**config.mk**
```make
export PLATFORM = sky130hd
export DESIGN_NAME = sub_mult
export DESIGN_NICKNAME = d
export VERILOG_FILES = /design/src/hw/sub_mult_pkg.sv /design/src/hw/stream_skid_reg.sv /design/src/hw/frame_align.sv /design/src/hw/sub_stage.sv /design/src/hw/mult_stage.sv /design/src/hw/sub_mult.sv
export SDC_FILE = /design/constraint.sdc
export NUM_CORES = 1
export LEC_CHECK = 0
export BUFFER_PORTS_ARGS = -buffer_cell sky130_fd_sc_hd__buf_4
export CORE_AREA = 2 2 186 188
export CTS_BUF_LIST = sky130_fd_sc_hd__clkbuf_4
export DETAILED_ROUTE_END_ITERATION = 10
export DIE_AREA = 0 0 188 190
export GPL_TIMING_DRIVEN = 0
export PLACE_DENSITY = 0.71
export RECOVER_POWER = 25
export SLEW_MARGIN = 20
export SYNTH_ARGS = -nofsm -noshare
export SYNTH_HDL_FRONTEND = slang
export SYNTH_SLANG_ARGS = --single-unit
export TNS_END_PERCENT = 30
```
**constraint.sdc**
```tcl
create_clock -name clk -period 8.9 [get_ports clk]
set_input_delay 0.445 -clock clk [delete_from_list [all_inputs] [get_ports clk]]
set_output_delay 0.445 -clock clk [all_outputs]
set_load 0.05 [all_outputs]
```
**src/hw/sub_mult_pkg.sv**
```systemverilog
package sub_mult_pkg;

  // Sample widths, shared by data, grid and scale
  localparam int SAMPLE_W = 16;
  localparam int RSLT_W   = 16;

  // Full precision of difference times scale
  localparam int PROD_W   = SAMPLE_W + SAMPLE_W;

  typedef logic signed [SAMPLE_W-1:0] sample_t;
  typedef logic signed [SAMPLE_W-1:0] scale_t;

  // Subtraction result, wraps at SAMPLE_W
  typedef logic signed [SAMPLE_W-1:0] diff_t;

  typedef logic signed [PROD_W-1:0]   prod_t;
  typedef logic signed [RSLT_W-1:0]   result_t;

  // One beat of any input channel
  typedef struct packed {
    sample_t sample;
    logic    last;
  } chan_beat_t;

  // Three channel heads joined into one beat
  typedef struct packed {
    sample_t data;
    sample_t grid;
    scale_t  scale;
    logic    last;
  } joined_beat_t;

  // Output of the subtract stage, scale rides along
  typedef struct packed {
    diff_t  diff;
    scale_t scale;
    logic   last;
  } diff_beat_t;

  typedef struct packed {
    result_t rslt;
    logic    last;
  } result_beat_t;

endpackage

```
**src/hw/stream_skid_reg.sv**
```systemverilog
`timescale 1ns/100ps

module stream_skid_reg (
  input  logic                     clk,
  input  logic                     arst_n,
  input  sub_mult_pkg::chan_beat_t in_beat,
  input  logic                     in_valid,
  output logic                     in_ready,
  output sub_mult_pkg::chan_beat_t out_beat,
  output logic                     out_valid,
  input  logic                     out_ready
);
  import sub_mult_pkg::*;

  // Main entry drives the output, skid entry catches a beat during a stall
  chan_beat_t main_beat;
  chan_beat_t skid_beat;
  logic       main_valid;
  logic       skid_valid;
  logic       ready_q;

  logic       wr;
  logic       rd;
  logic       main_valid_nxt;
  logic       skid_valid_nxt;
  logic       main_load;
  logic       skid_load;

  assign wr = in_valid & ready_q;
  assign rd = main_valid & out_ready;

  always_comb begin
    main_valid_nxt = main_valid;
    skid_valid_nxt = skid_valid;
    main_load      = 1'b0;
    skid_load      = 1'b0;
    if (!main_valid || rd) begin
      // Main entry is free this edge, refill from skid first
      main_valid_nxt = skid_valid | wr;
      skid_valid_nxt = 1'b0;
      main_load      = skid_valid | wr;
    end else if (wr) begin
      skid_valid_nxt = 1'b1;
      skid_load      = 1'b1;
    end
  end

  always_ff @(posedge clk or negedge arst_n) begin
    if (!arst_n) begin
      main_valid <= 1'b0;
      skid_valid <= 1'b0;
      ready_q    <= 1'b0;
    end else begin
      main_valid <= main_valid_nxt;
      skid_valid <= skid_valid_nxt;
      // Ready drops only with both entries occupied
      ready_q    <= ~skid_valid_nxt;
    end
  end

  always_ff @(posedge clk) begin
    if (main_load) begin
      main_beat <= skid_valid ? skid_beat : in_beat;
    end
    if (skid_load) begin
      skid_beat <= in_beat;
    end
  end

  assign in_ready  = ready_q;
  assign out_beat  = main_beat;
  assign out_valid = main_valid;

  a_no_overflow : assert property (
    @(posedge clk) disable iff (!arst_n)
    wr |-> !(main_valid && skid_valid)
  );

  a_out_stable : assert property (
    @(posedge clk) disable iff (!arst_n)
    (out_valid && !out_ready) |=> (out_valid && $stable(out_beat))
  );

endmodule

```
**src/hw/frame_align.sv**
```systemverilog
`timescale 1ns/100ps

module frame_align (
  input  logic                       clk,
  input  logic                       arst_n,
  input  sub_mult_pkg::chan_beat_t   data_beat,
  input  logic                       data_valid,
  output logic                       data_ready,
  input  sub_mult_pkg::chan_beat_t   grid_beat,
  input  logic                       grid_valid,
  output logic                       grid_ready,
  input  sub_mult_pkg::chan_beat_t   scale_beat,
  input  logic                       scale_valid,
  output logic                       scale_ready,
  output sub_mult_pkg::joined_beat_t join_beat,
  output logic                       join_valid,
  input  logic                       join_ready
);
  import sub_mult_pkg::*;

  chan_beat_t data_head;
  chan_beat_t grid_head;
  chan_beat_t scale_head;
  logic       data_head_valid;
  logic       grid_head_valid;
  logic       scale_head_valid;
  logic       data_pop;
  logic       grid_pop;
  logic       scale_pop;
  logic       all_valid;
  logic       joint_last;
  logic       xfer;

  stream_skid_reg data_reg (
    .clk       (clk),
    .arst_n    (arst_n),
    .in_beat   (data_beat),
    .in_valid  (data_valid),
    .in_ready  (data_ready),
    .out_beat  (data_head),
    .out_valid (data_head_valid),
    .out_ready (data_pop)
  );

  stream_skid_reg grid_reg (
    .clk       (clk),
    .arst_n    (arst_n),
    .in_beat   (grid_beat),
    .in_valid  (grid_valid),
    .in_ready  (grid_ready),
    .out_beat  (grid_head),
    .out_valid (grid_head_valid),
    .out_ready (grid_pop)
  );

  stream_skid_reg scale_reg (
    .clk       (clk),
    .arst_n    (arst_n),
    .in_beat   (scale_beat),
    .in_valid  (scale_valid),
    .in_ready  (scale_ready),
    .out_beat  (scale_head),
    .out_valid (scale_head_valid),
    .out_ready (scale_pop)
  );

  assign all_valid  = data_head_valid & grid_head_valid & scale_head_valid;
  assign joint_last = data_head.last & grid_head.last & scale_head.last;
  assign xfer       = all_valid & join_ready;

  // A channel sitting on its last beat repeats it until every frame ends
  assign data_pop  = xfer & (~data_head.last | joint_last);
  assign grid_pop  = xfer & (~grid_head.last | joint_last);
  assign scale_pop = xfer & (~scale_head.last | joint_last);

  assign join_valid      = all_valid;
  assign join_beat.data  = data_head.sample;
  assign join_beat.grid  = grid_head.sample;
  assign join_beat.scale = scale_head.sample;
  assign join_beat.last  = joint_last;

  // Held channels keep their last beat at the head until the joint last
  a_hold_last : assert property (
    @(posedge clk) disable iff (!arst_n)
    (xfer && !joint_last) |=>
      (!$past(data_head.last) || $stable(data_head)) &&
      (!$past(grid_head.last) || $stable(grid_head)) &&
      (!$past(scale_head.last) || $stable(scale_head))
  );

endmodule

```
**src/hw/sub_stage.sv**
```systemverilog
`timescale 1ns/100ps

module sub_stage (
  input  logic                       clk,
  input  logic                       arst_n,
  input  sub_mult_pkg::joined_beat_t join_beat,
  input  logic                       join_valid,
  output logic                       join_ready,
  output sub_mult_pkg::diff_beat_t   diff_beat,
  output logic                       diff_valid,
  input  logic                       diff_ready
);
  import sub_mult_pkg::*;

  diff_beat_t beat_q;
  diff_t      diff_nxt;
  logic       valid_q;
  logic       load;

  // Wraps to SAMPLE_W like the input format
  assign diff_nxt = diff_t'(join_beat.data - join_beat.grid);

  // Accept when empty or when the held beat leaves this edge
  assign join_ready = ~valid_q | diff_ready;
  assign load       = join_valid & join_ready;

  always_ff @(posedge clk or negedge arst_n) begin
    if (!arst_n) begin
      valid_q <= 1'b0;
    end else if (join_ready) begin
      valid_q <= join_valid;
    end
  end

  always_ff @(posedge clk) begin
    if (load) begin
      beat_q.diff  <= diff_nxt;
      beat_q.scale <= join_beat.scale;
      beat_q.last  <= join_beat.last;
    end
  end

  assign diff_beat  = beat_q;
  assign diff_valid = valid_q;

endmodule

```
**src/hw/mult_stage.sv**
```systemverilog
`timescale 1ns/100ps

module mult_stage #(
  parameter int DATA_FRAC  = 12,
  parameter int SCALE_FRAC = 12,
  parameter int RSLT_FRAC  = 12
) (
  input  logic                       clk,
  input  logic                       arst_n,
  input  sub_mult_pkg::diff_beat_t   diff_beat,
  input  logic                       diff_valid,
  output logic                       diff_ready,
  output sub_mult_pkg::result_beat_t rslt_beat,
  output logic                       rslt_valid,
  input  logic                       rslt_ready
);
  import sub_mult_pkg::*;

  // Product carries DATA_FRAC + SCALE_FRAC fractional bits
  localparam int RSLT_SHIFT = DATA_FRAC + SCALE_FRAC - RSLT_FRAC;

  prod_t        prod;
  prod_t        prod_shifted;
  result_t      rslt_nxt;
  result_beat_t beat_q;
  logic         valid_q;
  logic         load;

  assign prod         = prod_t'(diff_beat.diff) * prod_t'(diff_beat.scale);
  assign prod_shifted = prod >>> RSLT_SHIFT;

  // Keep low bits only, overflow wraps
  assign rslt_nxt = result_t'(prod_shifted);

  assign diff_ready = ~valid_q | rslt_ready;
  assign load       = diff_valid & diff_ready;

  always_ff @(posedge clk or negedge arst_n) begin
    if (!arst_n) begin
      valid_q <= 1'b0;
    end else if (diff_ready) begin
      valid_q <= diff_valid;
    end
  end

  always_ff @(posedge clk) begin
    if (load) begin
      beat_q.rslt <= rslt_nxt;
      beat_q.last <= diff_beat.last;
    end
  end

  assign rslt_beat  = beat_q;
  assign rslt_valid = valid_q;

  a_rslt_stable : assert property (
    @(posedge clk) disable iff (!arst_n)
    (rslt_valid && !rslt_ready) |=> (rslt_valid && $stable(rslt_beat))
  );

endmodule

```
**src/hw/sub_mult.sv**
```systemverilog
`timescale 1ns/100ps

module sub_mult #(
  parameter int DATA_FRAC  = 12,
  parameter int SCALE_FRAC = 12,
  parameter int RSLT_FRAC  = 12
) (
  input  logic                       clk,
  input  logic                       arst_n,
  input  sub_mult_pkg::chan_beat_t   data_beat,
  input  logic                       data_valid,
  output logic                       data_ready,
  input  sub_mult_pkg::chan_beat_t   grid_beat,
  input  logic                       grid_valid,
  output logic                       grid_ready,
  input  sub_mult_pkg::chan_beat_t   scale_beat,
  input  logic                       scale_valid,
  output logic                       scale_ready,
  output sub_mult_pkg::result_beat_t rslt_beat,
  output logic                       rslt_valid,
  input  logic                       rslt_ready
);
  import sub_mult_pkg::*;

  joined_beat_t join_beat;
  logic         join_valid;
  logic         join_ready;
  diff_beat_t   diff_beat;
  logic         diff_valid;
  logic         diff_ready;

  // Skid registers and frame length alignment
  frame_align align0 (
    .clk         (clk),
    .arst_n      (arst_n),
    .data_beat   (data_beat),
    .data_valid  (data_valid),
    .data_ready  (data_ready),
    .grid_beat   (grid_beat),
    .grid_valid  (grid_valid),
    .grid_ready  (grid_ready),
    .scale_beat  (scale_beat),
    .scale_valid (scale_valid),
    .scale_ready (scale_ready),
    .join_beat   (join_beat),
    .join_valid  (join_valid),
    .join_ready  (join_ready)
  );

  sub_stage sub0 (
    .clk        (clk),
    .arst_n     (arst_n),
    .join_beat  (join_beat),
    .join_valid (join_valid),
    .join_ready (join_ready),
    .diff_beat  (diff_beat),
    .diff_valid (diff_valid),
    .diff_ready (diff_ready)
  );

  mult_stage #(
    .DATA_FRAC  (DATA_FRAC),
    .SCALE_FRAC (SCALE_FRAC),
    .RSLT_FRAC  (RSLT_FRAC)
  ) mult0 (
    .clk        (clk),
    .arst_n     (arst_n),
    .diff_beat  (diff_beat),
    .diff_valid (diff_valid),
    .diff_ready (diff_ready),
    .rslt_beat  (rslt_beat),
    .rslt_valid (rslt_valid),
    .rslt_ready (rslt_ready)
  );

endmodule

```
==> results of run 1 <==
[sequential cells by signal, summed over array words and instances, names as in the netlist, 17 cells and up]
name / count
align0.grid_reg.skid_beat: 17
align0.scale_reg.skid_beat: 17
mult0.rslt_beat: 17
align0.grid_reg.out_beat: 17
align0.scale_reg.out_beat: 17
align0.data_reg.skid_beat: 17
align0.data_reg.out_beat: 17
sub0.diff_beat: 33
[kinds of logic (layout without fill, tap and decap cells)]
logic type               after synthesis  in the layout
AO/OA/AOI/OAI                         62             62
XOR/XNOR                              48             48
adder cells (fa/ha/maj)              318            318
buffers and inverters                335            498
flip-flops                           163            163
multiplexers                          51             51
other                                  0              1
AND/OR/NAND/NOR                      337            337
[Yosys cell counts (all sizes together) (15+ instances only)]
cell type | number | area (um^2)
nand2 | 128 | 480
a21oi | 18 | 90.1
xnor2 | 36 | 315
o21ai | 15 | 78.8
edfxtp | 152 | 4560
inv | 298 | 1120
and2 | 122 | 763
fa | 229 | 4580
ha | 89 | 1110
mux2 | 51 | 574
nor2 | 24 | 90.1
clkbuf | 36 | 135
[layer usage]
layer	vias up	routed length [um]	track usage, %
met5	-	0	0
met4	0	750	5.84
met3	47	1740	3.62
met2	282	15400	32.8
met1	4706	12800	22.8
li1	4368	-	-
[path summary, 6_finish.rpt]
path                                   start                   endpoint  slack [ns]  cells after the start
max in group asynchronous             arst_n  align0.grid_reg.out_valid        8.18                      2
hold reg to reg            sub0.diff_beat[0]         mult0.rslt_beat[0]        0.42                      0
setup reg to reg           sub0.diff_beat[9]        mult0.rslt_beat[15]        2.20                     22
setup / recovery           sub0.diff_beat[9]        mult0.rslt_beat[15]        2.20                     22
min in group asynchronous             arst_n  align0.scale_reg.in_ready        0.32                      2
hold / removal                    rslt_ready           mult0.rslt_valid        0.09                      3
[through the flow]
step                util, %  cell area (um^2)  setup WS [ns]  std cells  hold slack [ns]
detailed placement     47.4             16100           2.21       1847            0.289
global route           49.6             16800           1.90       1933           0.0602
global placement       47.4             16100           2.28       1846            0.285
finish                 49.6             16800           2.20       1933           0.0949
CTS                    49.7             16900           2.19       1929          0.00243
floorplan                 -             14900           2.98       1314            0.149
[cell type report]
| type | count | share of cell area (%) |
|---|---|---|
| inverter | 298 | 6.65 |
| clock buffer | 18 | 0.803 |
| buffer | 37 | 0.825 |
| tap | 455 | 3.38 |
| antenna | 1 | 0.0149 |
| timing repair buffer | 131 | 6.24 |
| clock inverter | 14 | 0.721 |
| multi-input combinational | 816 | 52.6 |
| sequential | 163 | 28.8 |
[cell usage in the layout, fill, tap and decap left out, types with 18 or more instances in the layout]
master and count:
dlygate4sd3_1 52, xnor2_1 36, a21oi_1 18, nand2_1 128, clkbuf_4 51, edfxtp_1 152
clkbuf_1 55, fa_1 229, nor2_1 21, inv_1 296, ha_1 89, buf_4 25
mux2_2 51, and2_1 121
[tightest hold or removal path, cell delays in order]
cell and delay [ns]:
buf_4 0.08, nand2b_1 0.10, nand2b_1 0.06
==> results.md, run 1 <==
* Sequential-to-total area share from yosys stat at 32.4%
* Main combinational cell family by area after synthesis: adder cells
* Worst-margin pin slew at about 0.85 ns
* Die Span X at 188 um
* Mean Syn Cell Area at 11.4 um^2
* Drt pass-1 iters at 5
* CP delay by family, top: adder cells
* Starting Density at 44.0%
* Initial antenna violation count at 1
* Clock sink total at 163
* RSZ-0062 raised after global routing: no
* Seq. cell area at between 4000 and 5000 um^2
* Total GRT Usage at 18.5%
* Max cap viols at 0
* Worst endpoint required time at 9.27 ns
* Startpoint types: register
* Syn Nets at between 1500 and 2000
* Largest net degree at the start of global routing at 34
* Setup violators final at 0
* CTS tree: yes
* Clk_skew at 0.0271 ns
* Crit path cell chain: clkbuf_1 -> nand2_1 -> fa_1 -> inv_1 -> fa_1 -> inv_1 -> fa_1 -> inv_1 -> fa_1 -> fa_1 -> inv_1 -> fa_1 -> inv_1 -> ha_1 -> o21ai_1 -> nand2b_1 -> a21oi_1 -> a31oi_2 -> a221o_2 -> a211oi_4 -> o21bai_2 -> xor2_1
* DR iter-0 viols at approximately 520
* Cell area after synthesis at between 10000 and 15000 um^2
* Clk buf depth at 2
* DRC Markers at 0
* Total grt overflow at 0
* Final Critical Period at 6.70 ns
* Mux cell area share after synthesis at 3.84%
* Clk slew on worst S/H paths at 0.16 ns
* Buf+Inv Stages, Crit Path at 6
* Post-synth EDFFs at 152
* Setup TNS at 0 ns
* Synth Flop Type: edfxtp_1
* TritonCTS Buffers at 17
* Core Region at 33900 um^2
* Footprint of the multi-input gates at a little under 9000 um^2
* Site row count at 68
* Vias/cell at 4.86
* DP HPWL at 24500 um
* Die ar. at 35700 um^2
* Period utilization at about three quarters
* Final Slew Violations at 0
* Max transition margin at 43.3%
* CP most frequent cell: fa_1
* First-pass GRT wire length at 51200 um
* Drt total wl at between 30000 and 40000 um
* Htree depth at 4
* Adder-Cell Fraction of Synth Area at 38.1%
* Layout cell share with drive strength beyond 1 at 10.9%
* Hold WC Path Type: in -> reg
* Number of global-route vias before repair at 10276
* Run status: complete, no violations
* Port-buffer cells at between 70 and 80
* WP data arrival at around 7 ns
* # hold bufs at CTS at 50
* # fillers at 3035
* Top-Level Pins at 78
* Fin. Hold Viols at 0
* Syn Inst Count at 1314
* Crit Path Class: reg -> reg
* WL per Instance at 15.9 um
* Warnings, synthesis at 0
* Simple-Gate Fraction of Synth Area at between 10 and 15%
* Setup repair bufs after CTS at 0
* Critical path endpoint category: register
* Area delta synth->final at 12.6%
* Final RePlAce weighted congestion at around 0.9
* Nets@finish at 1839
* Crit-path max FO at 10
* Compound-Gate Fraction of Synth Area at under 10%
* Die Height at 190 um
* Via count at 9403
* Worst path max stage delay at 0.68 ns
* Root Driver: clkbuf_4
* Netlist cell types at 49
* Max Clk Rate at 149 MHz
* Post-cts sizing count at 0
* FF+latch count, synth at 163
* Post-DRT Antenna Nets at 0
* Async SR Flop Fraction at 6.75%
* Worst-skew pair later-pin latency at between 0.6 and 0.7 ns
* Slowest CP cell: edfxtp_1
* Xor/xnor share of the synthesized area at 2.81%
Power of run 1 is left out: the tool's default activity adds up to more than one toggle a clock period on the data nets, which glitch-free logic cannot reach.
==> run 2: changes to the inputs <==
clock period = 6.6 ns   (was 8.9 ns; I/O delays follow)
==> results.md, run 2 (synthesis gave the netlist of run 1 again) <==
* Via count at 9430 (was 9403)
* Drt total wl at 30900 um (was 30700 um)
* Largest net degree at the start of global routing at 34 (unchanged)
* Startpoint types: register (unchanged)
* Final RePlAce weighted congestion at 0.898 (unchanged)
* Drt pass-1 iters at 5 (unchanged)
* Worst-margin pin slew at 0.852 ns (was 0.850 ns)
* Crit-path max FO at 10 (unchanged)
* Die ar. at 35700 um^2 (unchanged)
* Top-Level Pins at 78 (unchanged)
* Worst-skew pair later-pin latency at 0.61 ns (about the same)
* Slack of the critical path at 0.277 ns (was 2.20 ns)
* Setup violators final at 0 (unchanged)
* Port-buffer cells at 77 (unchanged)
* CTS tree: yes (unchanged)
* Die Span X at 188 um (unchanged)
* Clk buf depth at 2 (unchanged)
* Root Driver: clkbuf_4 (unchanged)
* DR iter-0 viols at 521 (was 523)
* Starting Density at 44.0% (unchanged)
* Commonest non-fill, non-tap cells in the layout: inv_1 (296), fa_1 (229), edfxtp_1 (152) (unchanged)
* Final Critical Period at 6.32 ns (was 6.70 ns)
* Number of global-route vias before repair at 10275 (was 10276)
* WP data arrival at 6.69 ns (was 7.07 ns)
* # fillers at 3020 (was 3035)
* Core Region at 33900 um^2 (unchanged)
* First-pass GRT wire length at 51400 um (was 51200 um)
* Crit Path Class: reg -> reg (unchanged)
* Area delta synth->final at 14.0% (was 12.6%)
* DP HPWL at 24500 um (unchanged)
* Site row count at 68 (unchanged)
* Setup WS pre-CTS at -0.0861 ns (was 2.21 ns)
* Max cap viols at 0 (unchanged)
* Post-DP Area at 16100 um^2 (unchanged)
* Critical path endpoint category: register (unchanged)
* Clk slew on worst S/H paths at 0.16 ns (about the same)
* Fin area at 17000 um^2 (was 16800 um^2)
* Htree depth at 4 (unchanged)
* Final Slew Violations at 0 (unchanged)
* DRC Markers at 0 (unchanged)
* Period utilization at 95.8% (was 75.3%)
* Post-DRT Antenna Nets at 0 (unchanged)
* TritonCTS Buffers at 17 (unchanged)
* Fin. Hold Viols at 0 (unchanged)
* Initial antenna violation count at 1 (unchanged)
* Die Height at 190 um (unchanged)
* Vias/cell at 4.83 (was 4.86)
* Run status: complete, no violations (unchanged)
* Worst endpoint required time at 6.97 ns (was 9.27 ns)
* Clk_skew at 0.0221 ns (was 0.0271 ns)
* Layout cell share with drive strength beyond 1 at 13.4% (was 10.9%)
* WL per Instance at 15.8 um (was 15.9 um)
* Hold WC Path Type: in -> async (was in -> reg)
* Total grt overflow at 0 (unchanged)
* Most common cell after layout, fill and taps aside: inv_1 (unchanged)
* Clock sink total at 163 (unchanged)
* Max transition margin at 43.2% (was 43.3%)
* Max reg flops at 33 (unchanged)
* Total GRT Usage at 18.6% (was 18.5%)
* Max Clk Rate at 158 MHz (was 149 MHz)
* Nets@finish at 1858 (was 1839)
[run 2: changes by cell type in the layout (fill, tap and decap cells not counted), moves of 4 or more]
cell / change
dlygate4sd3_1: +4
clkbuf_1: -23
clkbuf_2: +17
buf_4: +16
clkbuf_4: +4
[run 2: path summary, 6_finish.rpt]
kind                                    from                        end  slack (ns)  cells after the start
max                        sub0.diff_beat[5]        mult0.rslt_beat[15]        0.28                     20
min                                   arst_n  align0.scale_reg.in_ready        0.21                      2
max reg2reg                sub0.diff_beat[5]        mult0.rslt_beat[15]        0.28                     20
min reg2reg                sub0.diff_beat[0]         mult0.rslt_beat[0]        0.43                      0
max in group asynchronous             arst_n  align0.grid_reg.out_valid        5.99                      2
min in group clk           sub0.diff_beat[0]         mult0.rslt_beat[0]        0.43                      0
[run 2: stage by stage]
step           util (%)  hold WS [ns]  TNS (ns)  cells
5_1_grt            50.2         0.214  -0.00610   1952
2_1_floorplan         -        0.0344         0   1314
4_1_cts            49.9        0.0204         0   1935
6_report           50.2         0.209         0   1952
3_5_place_dp       47.4         0.174    -0.185   1847
3_3_place_gp       47.4         0.170   -0.0193   1846
[run 2: cell type report]
class,count,area (um^2),share of cell area (%)
clock inverter,14,121,0.713
clock buffer,18,135,0.793
inverter,298,1120,6.57
multi-input combinational,816,8860,52.0
sequential,163,4840,28.4
antenna,1,2.50,0.0147
tap,455,569,3.34
buffer,36,173,1.01
timing repair buffer,151,1210,7.10
[run 2: timing repair]
item / 4_1_cts / 5_1_grt
endpoints found under the setup margin: 3 / 6
hold buffers: 56 / 0
pin swaps: 0 / 1
resized for setup: 7 / 41
buffers inserted: 0 / 16
endpoints found under the hold margin: 91 / 0
[run 2: critical path: stages, from the launching register on]
cell and delay, ns:
edfxtp_1 0.49, clkbuf_2 0.24, and2_1 0.20, fa_1 0.54, inv_1 0.05, fa_1 0.48
fa_1 0.51, inv_1 0.05, fa_1 0.48, fa_1 0.49, inv_1 0.05, fa_1 0.47
inv_1 0.05, ha_1 0.33, or3_1 0.36, o211ai_1 0.18, a31oi_4 0.17, a221o_2 0.44
a211oi_4 0.27, o21bai_2 0.08, xor2_1 0.14
[run 2: per-layer routing]
layer  GRT usage [%]  part of all wire, %  vias up  routed length, um
met3            3.54                  5.3       52               1630
met2            33.0                   51      260              15600
met4            5.69                  2.4        0                747
met5               0                    0        -                  0
met1            22.9                   42     4712              12900
li1                -                    -     4406                  -
Power of run 2 is left out for the same reason.
==> run 3: changes to the inputs <==
CORE_AREA = 2 2 161 163   (was 2 2 186 188)
DIE_AREA = 0 0 163 165   (was 0 0 188 190)
PLACE_DENSITY = 0.84   (was 0.71)
==> results.md, run 3 (synthesis gave the netlist of run 1 again) <==
* Post-DRT Antenna Nets at 0 (unchanged)
* Worst-skew pair later-pin latency at 0.61 ns (about the same)
* Critical path endpoint category: register (unchanged)
* Die Height at 165 um (was 190 um)
* Layout cell share with drive strength beyond 1 at 13.0% (was 13.4%)
* Port-buffer cells at 77 (unchanged)
* Max transition margin at 30.2% (was 43.2%)
* Largest net degree at the start of global routing at 34 (unchanged)
* Run status: complete, no violations (unchanged)
* Core Region at 25000 um^2 (was 33900 um^2)
* Worst path max stage delay at 0.54 ns (about the same)
* CP most frequent cell: fa_1 (unchanged)
* Vias/cell at 5.38 (was 4.83)
* Worst endpoint required time at 7.00 ns (was 6.97 ns)
* First-pass GRT wire length at 53000 um (was 51400 um)
* Crit-path max FO at 10 (unchanged)
* Initial antenna violation count at 1 (unchanged)
* Drt total wl at 32200 um (was 30900 um)
* Via count at 9822 (was 9430)
* CTS tree: yes (unchanged)
* Clock sink total at 163 (unchanged)
* Top-Level Pins at 78 (unchanged)
* Number of global-route vias before repair at 10626 (was 10275)
* Fin. Hold Viols at 0 (unchanged)
* Fin cells at 1826 (was 1952)
* Inst Count DP at 1721 (was 1847)
* Htree depth at 4 (unchanged)
* Root Driver: clkbuf_4 (unchanged)
* Die ar. at 26900 um^2 (was 35700 um^2)
* Total grt overflow at 0 (unchanged)
* Starting Density at 59.7% (was 44.0%)
* DRC Markers at 0 (unchanged)
* Total GRT Usage at 25.9% (was 18.6%)
* Slowest CP cell: fa_1 (unchanged)
* DP HPWL at 24400 um (was 24500 um)
* Setup violators final at 0 (unchanged)
* Max cap viols at 0 (unchanged)
* Site row count at 58 (was 68)
* Hold_ws at 0.190 ns (was 0.209 ns)
* Clk slew on worst S/H paths at 0.21 ns (was 0.16 ns)
* Crit path cell chain: clkbuf_1 -> nand2_1 -> fa_1 -> fa_1 -> fa_1 -> inv_1 -> fa_1 -> fa_1 -> inv_1 -> fa_1 -> inv_1 -> ha_1 -> o21ai_1 -> nand2b_1 -> a21oi_1 -> a31oi_2 -> a221o_2 -> a211oi_4 -> o21bai_2 -> xor2_1 (was clkbuf_2 -> and2_1 -> fa_1 -> inv_1 -> fa_1 -> fa_1 -> inv_1 -> fa_1 -> fa_1 -> inv_1 -> fa_1 -> inv_1 -> ha_1 -> or3_1 -> o211ai_1 -> a31oi_4 -> a221o_2 -> a211oi_4 -> o21bai_2 -> xor2_1)
* WP data arrival at 6.72 ns (was 6.69 ns)
* Hold WC Path Type: in -> async (unchanged)
* Final RePlAce weighted congestion at 0.936 (was 0.898)
* Max reg flops at 33 (unchanged)
* Crit Path Class: reg -> reg (unchanged)
* # fillers at 1812 (was 3020)
* Clk buf depth at 2 (unchanged)
* Drt pass-1 iters at 7 (was 5)
* Clk_skew at 0.0459 ns (was 0.0221 ns)
* TritonCTS Buffers at 17 (unchanged)
* Startpoint types: register (unchanged)
* CP delay by family, top: adder cells (unchanged)
* Period utilization at 95.8% (about the same)
* Area delta synth->final at 13.2% (was 14.0%)
* Worst-margin pin slew at 1.05 ns (was 0.852 ns)
* WL per Instance at 17.6 um (was 15.8 um)
* Max Clk Rate at 158 MHz (about the same)
* Commonest non-fill, non-tap cells in the layout: inv_1 (296), fa_1 (229), edfxtp_1 (152) (unchanged)
* Final Critical Period at 6.32 ns (about the same)
* Die Span X at 163 um (was 188 um)
* Final Slew Violations at 0 (unchanged)
* Setup TNS at 0 ns (unchanged)
* Most common cell after layout, fill and taps aside: inv_1 (unchanged)
* Nets@finish at 1857 (was 1858)
* DR iter-0 viols at 650 (was 521)
* Buf+Inv Stages, Crit Path at 4 (was 5)
[run 3: area by class of cell]
type	count	area, um^2	area share (%)
Antenna cell	1	2.50	0.0148
Buffer	37	175	1.04
Clock buffer	17	128	0.755
Clock inverter	15	199	1.18
Inverter	298	1120	6.62
Multi-Input combinational cell	816	8850	52.4
Sequential cell	163	4840	28.6
Tap cell	330	413	2.44
Timing Repair Buffer	149	1180	6.96
[run 3: timing repair]
action,in CTS,in global routing
resized for setup,6,42
endpoints found under the setup margin,3,6
cloned,0,0
pin swaps,0,1
buffers inserted,0,16
hold endpoints to repair,68,0
hold buffers,56,0
[run 3: through the flow]
step	area (um^2)	worst slack, ns	util (%)
CTS	16800	0.00620	67.2
detailed placement	15900	-0.146	63.7
global placement	15900	-0.0181	63.6
floorplan	14900	0.683	-
finish	16900	0.276	67.5
global route	16900	-0.0256	67.5
[run 3: metal layers]
layer | global-route usage [%] | up-vias | wire length [um]
li1 | - | 4415 | -
met5 | 0 | - | 0
met1 | 32.0 | 4898 | 12400
met3 | 4.50 | 94 | 2210
met4 | 9.73 | 0 | 1070
met2 | 46.0 | 415 | 16500
[run 3: path summary, 6_finish.rpt]
| kind | to | cells after the start | slack [ns] | start |
|---|---|---|---|---|
| max | mult0.rslt_beat[15] | 20 | 0.28 | sub0.diff_beat[30] |
| min | align0.scale_reg.skid_valid | 2 | 0.19 | arst_n |
| max reg2reg | mult0.rslt_beat[15] | 20 | 0.28 | sub0.diff_beat[30] |
| min reg2reg | sub0.diff_beat[3] | 0 | 0.44 | align0.scale_reg.out_beat[3] |
| max in group asynchronous | align0.data_reg.skid_valid | 2 | 6.04 | arst_n |
| min in group clk | sub0.diff_beat[3] | 0 | 0.44 | align0.scale_reg.out_beat[3] |
[run 3: worst reg2reg max path, delay by kind of cell (launching register included)]
kind,cells,cell delay [ns]
fa+ha+maj,7,3.34
compound gates,6,1.31
buf+inv,4,0.61
flops,1,0.52
simple gates,2,0.24
xor+xnor,1,0.14
Power of run 3 is left out for the same reason.
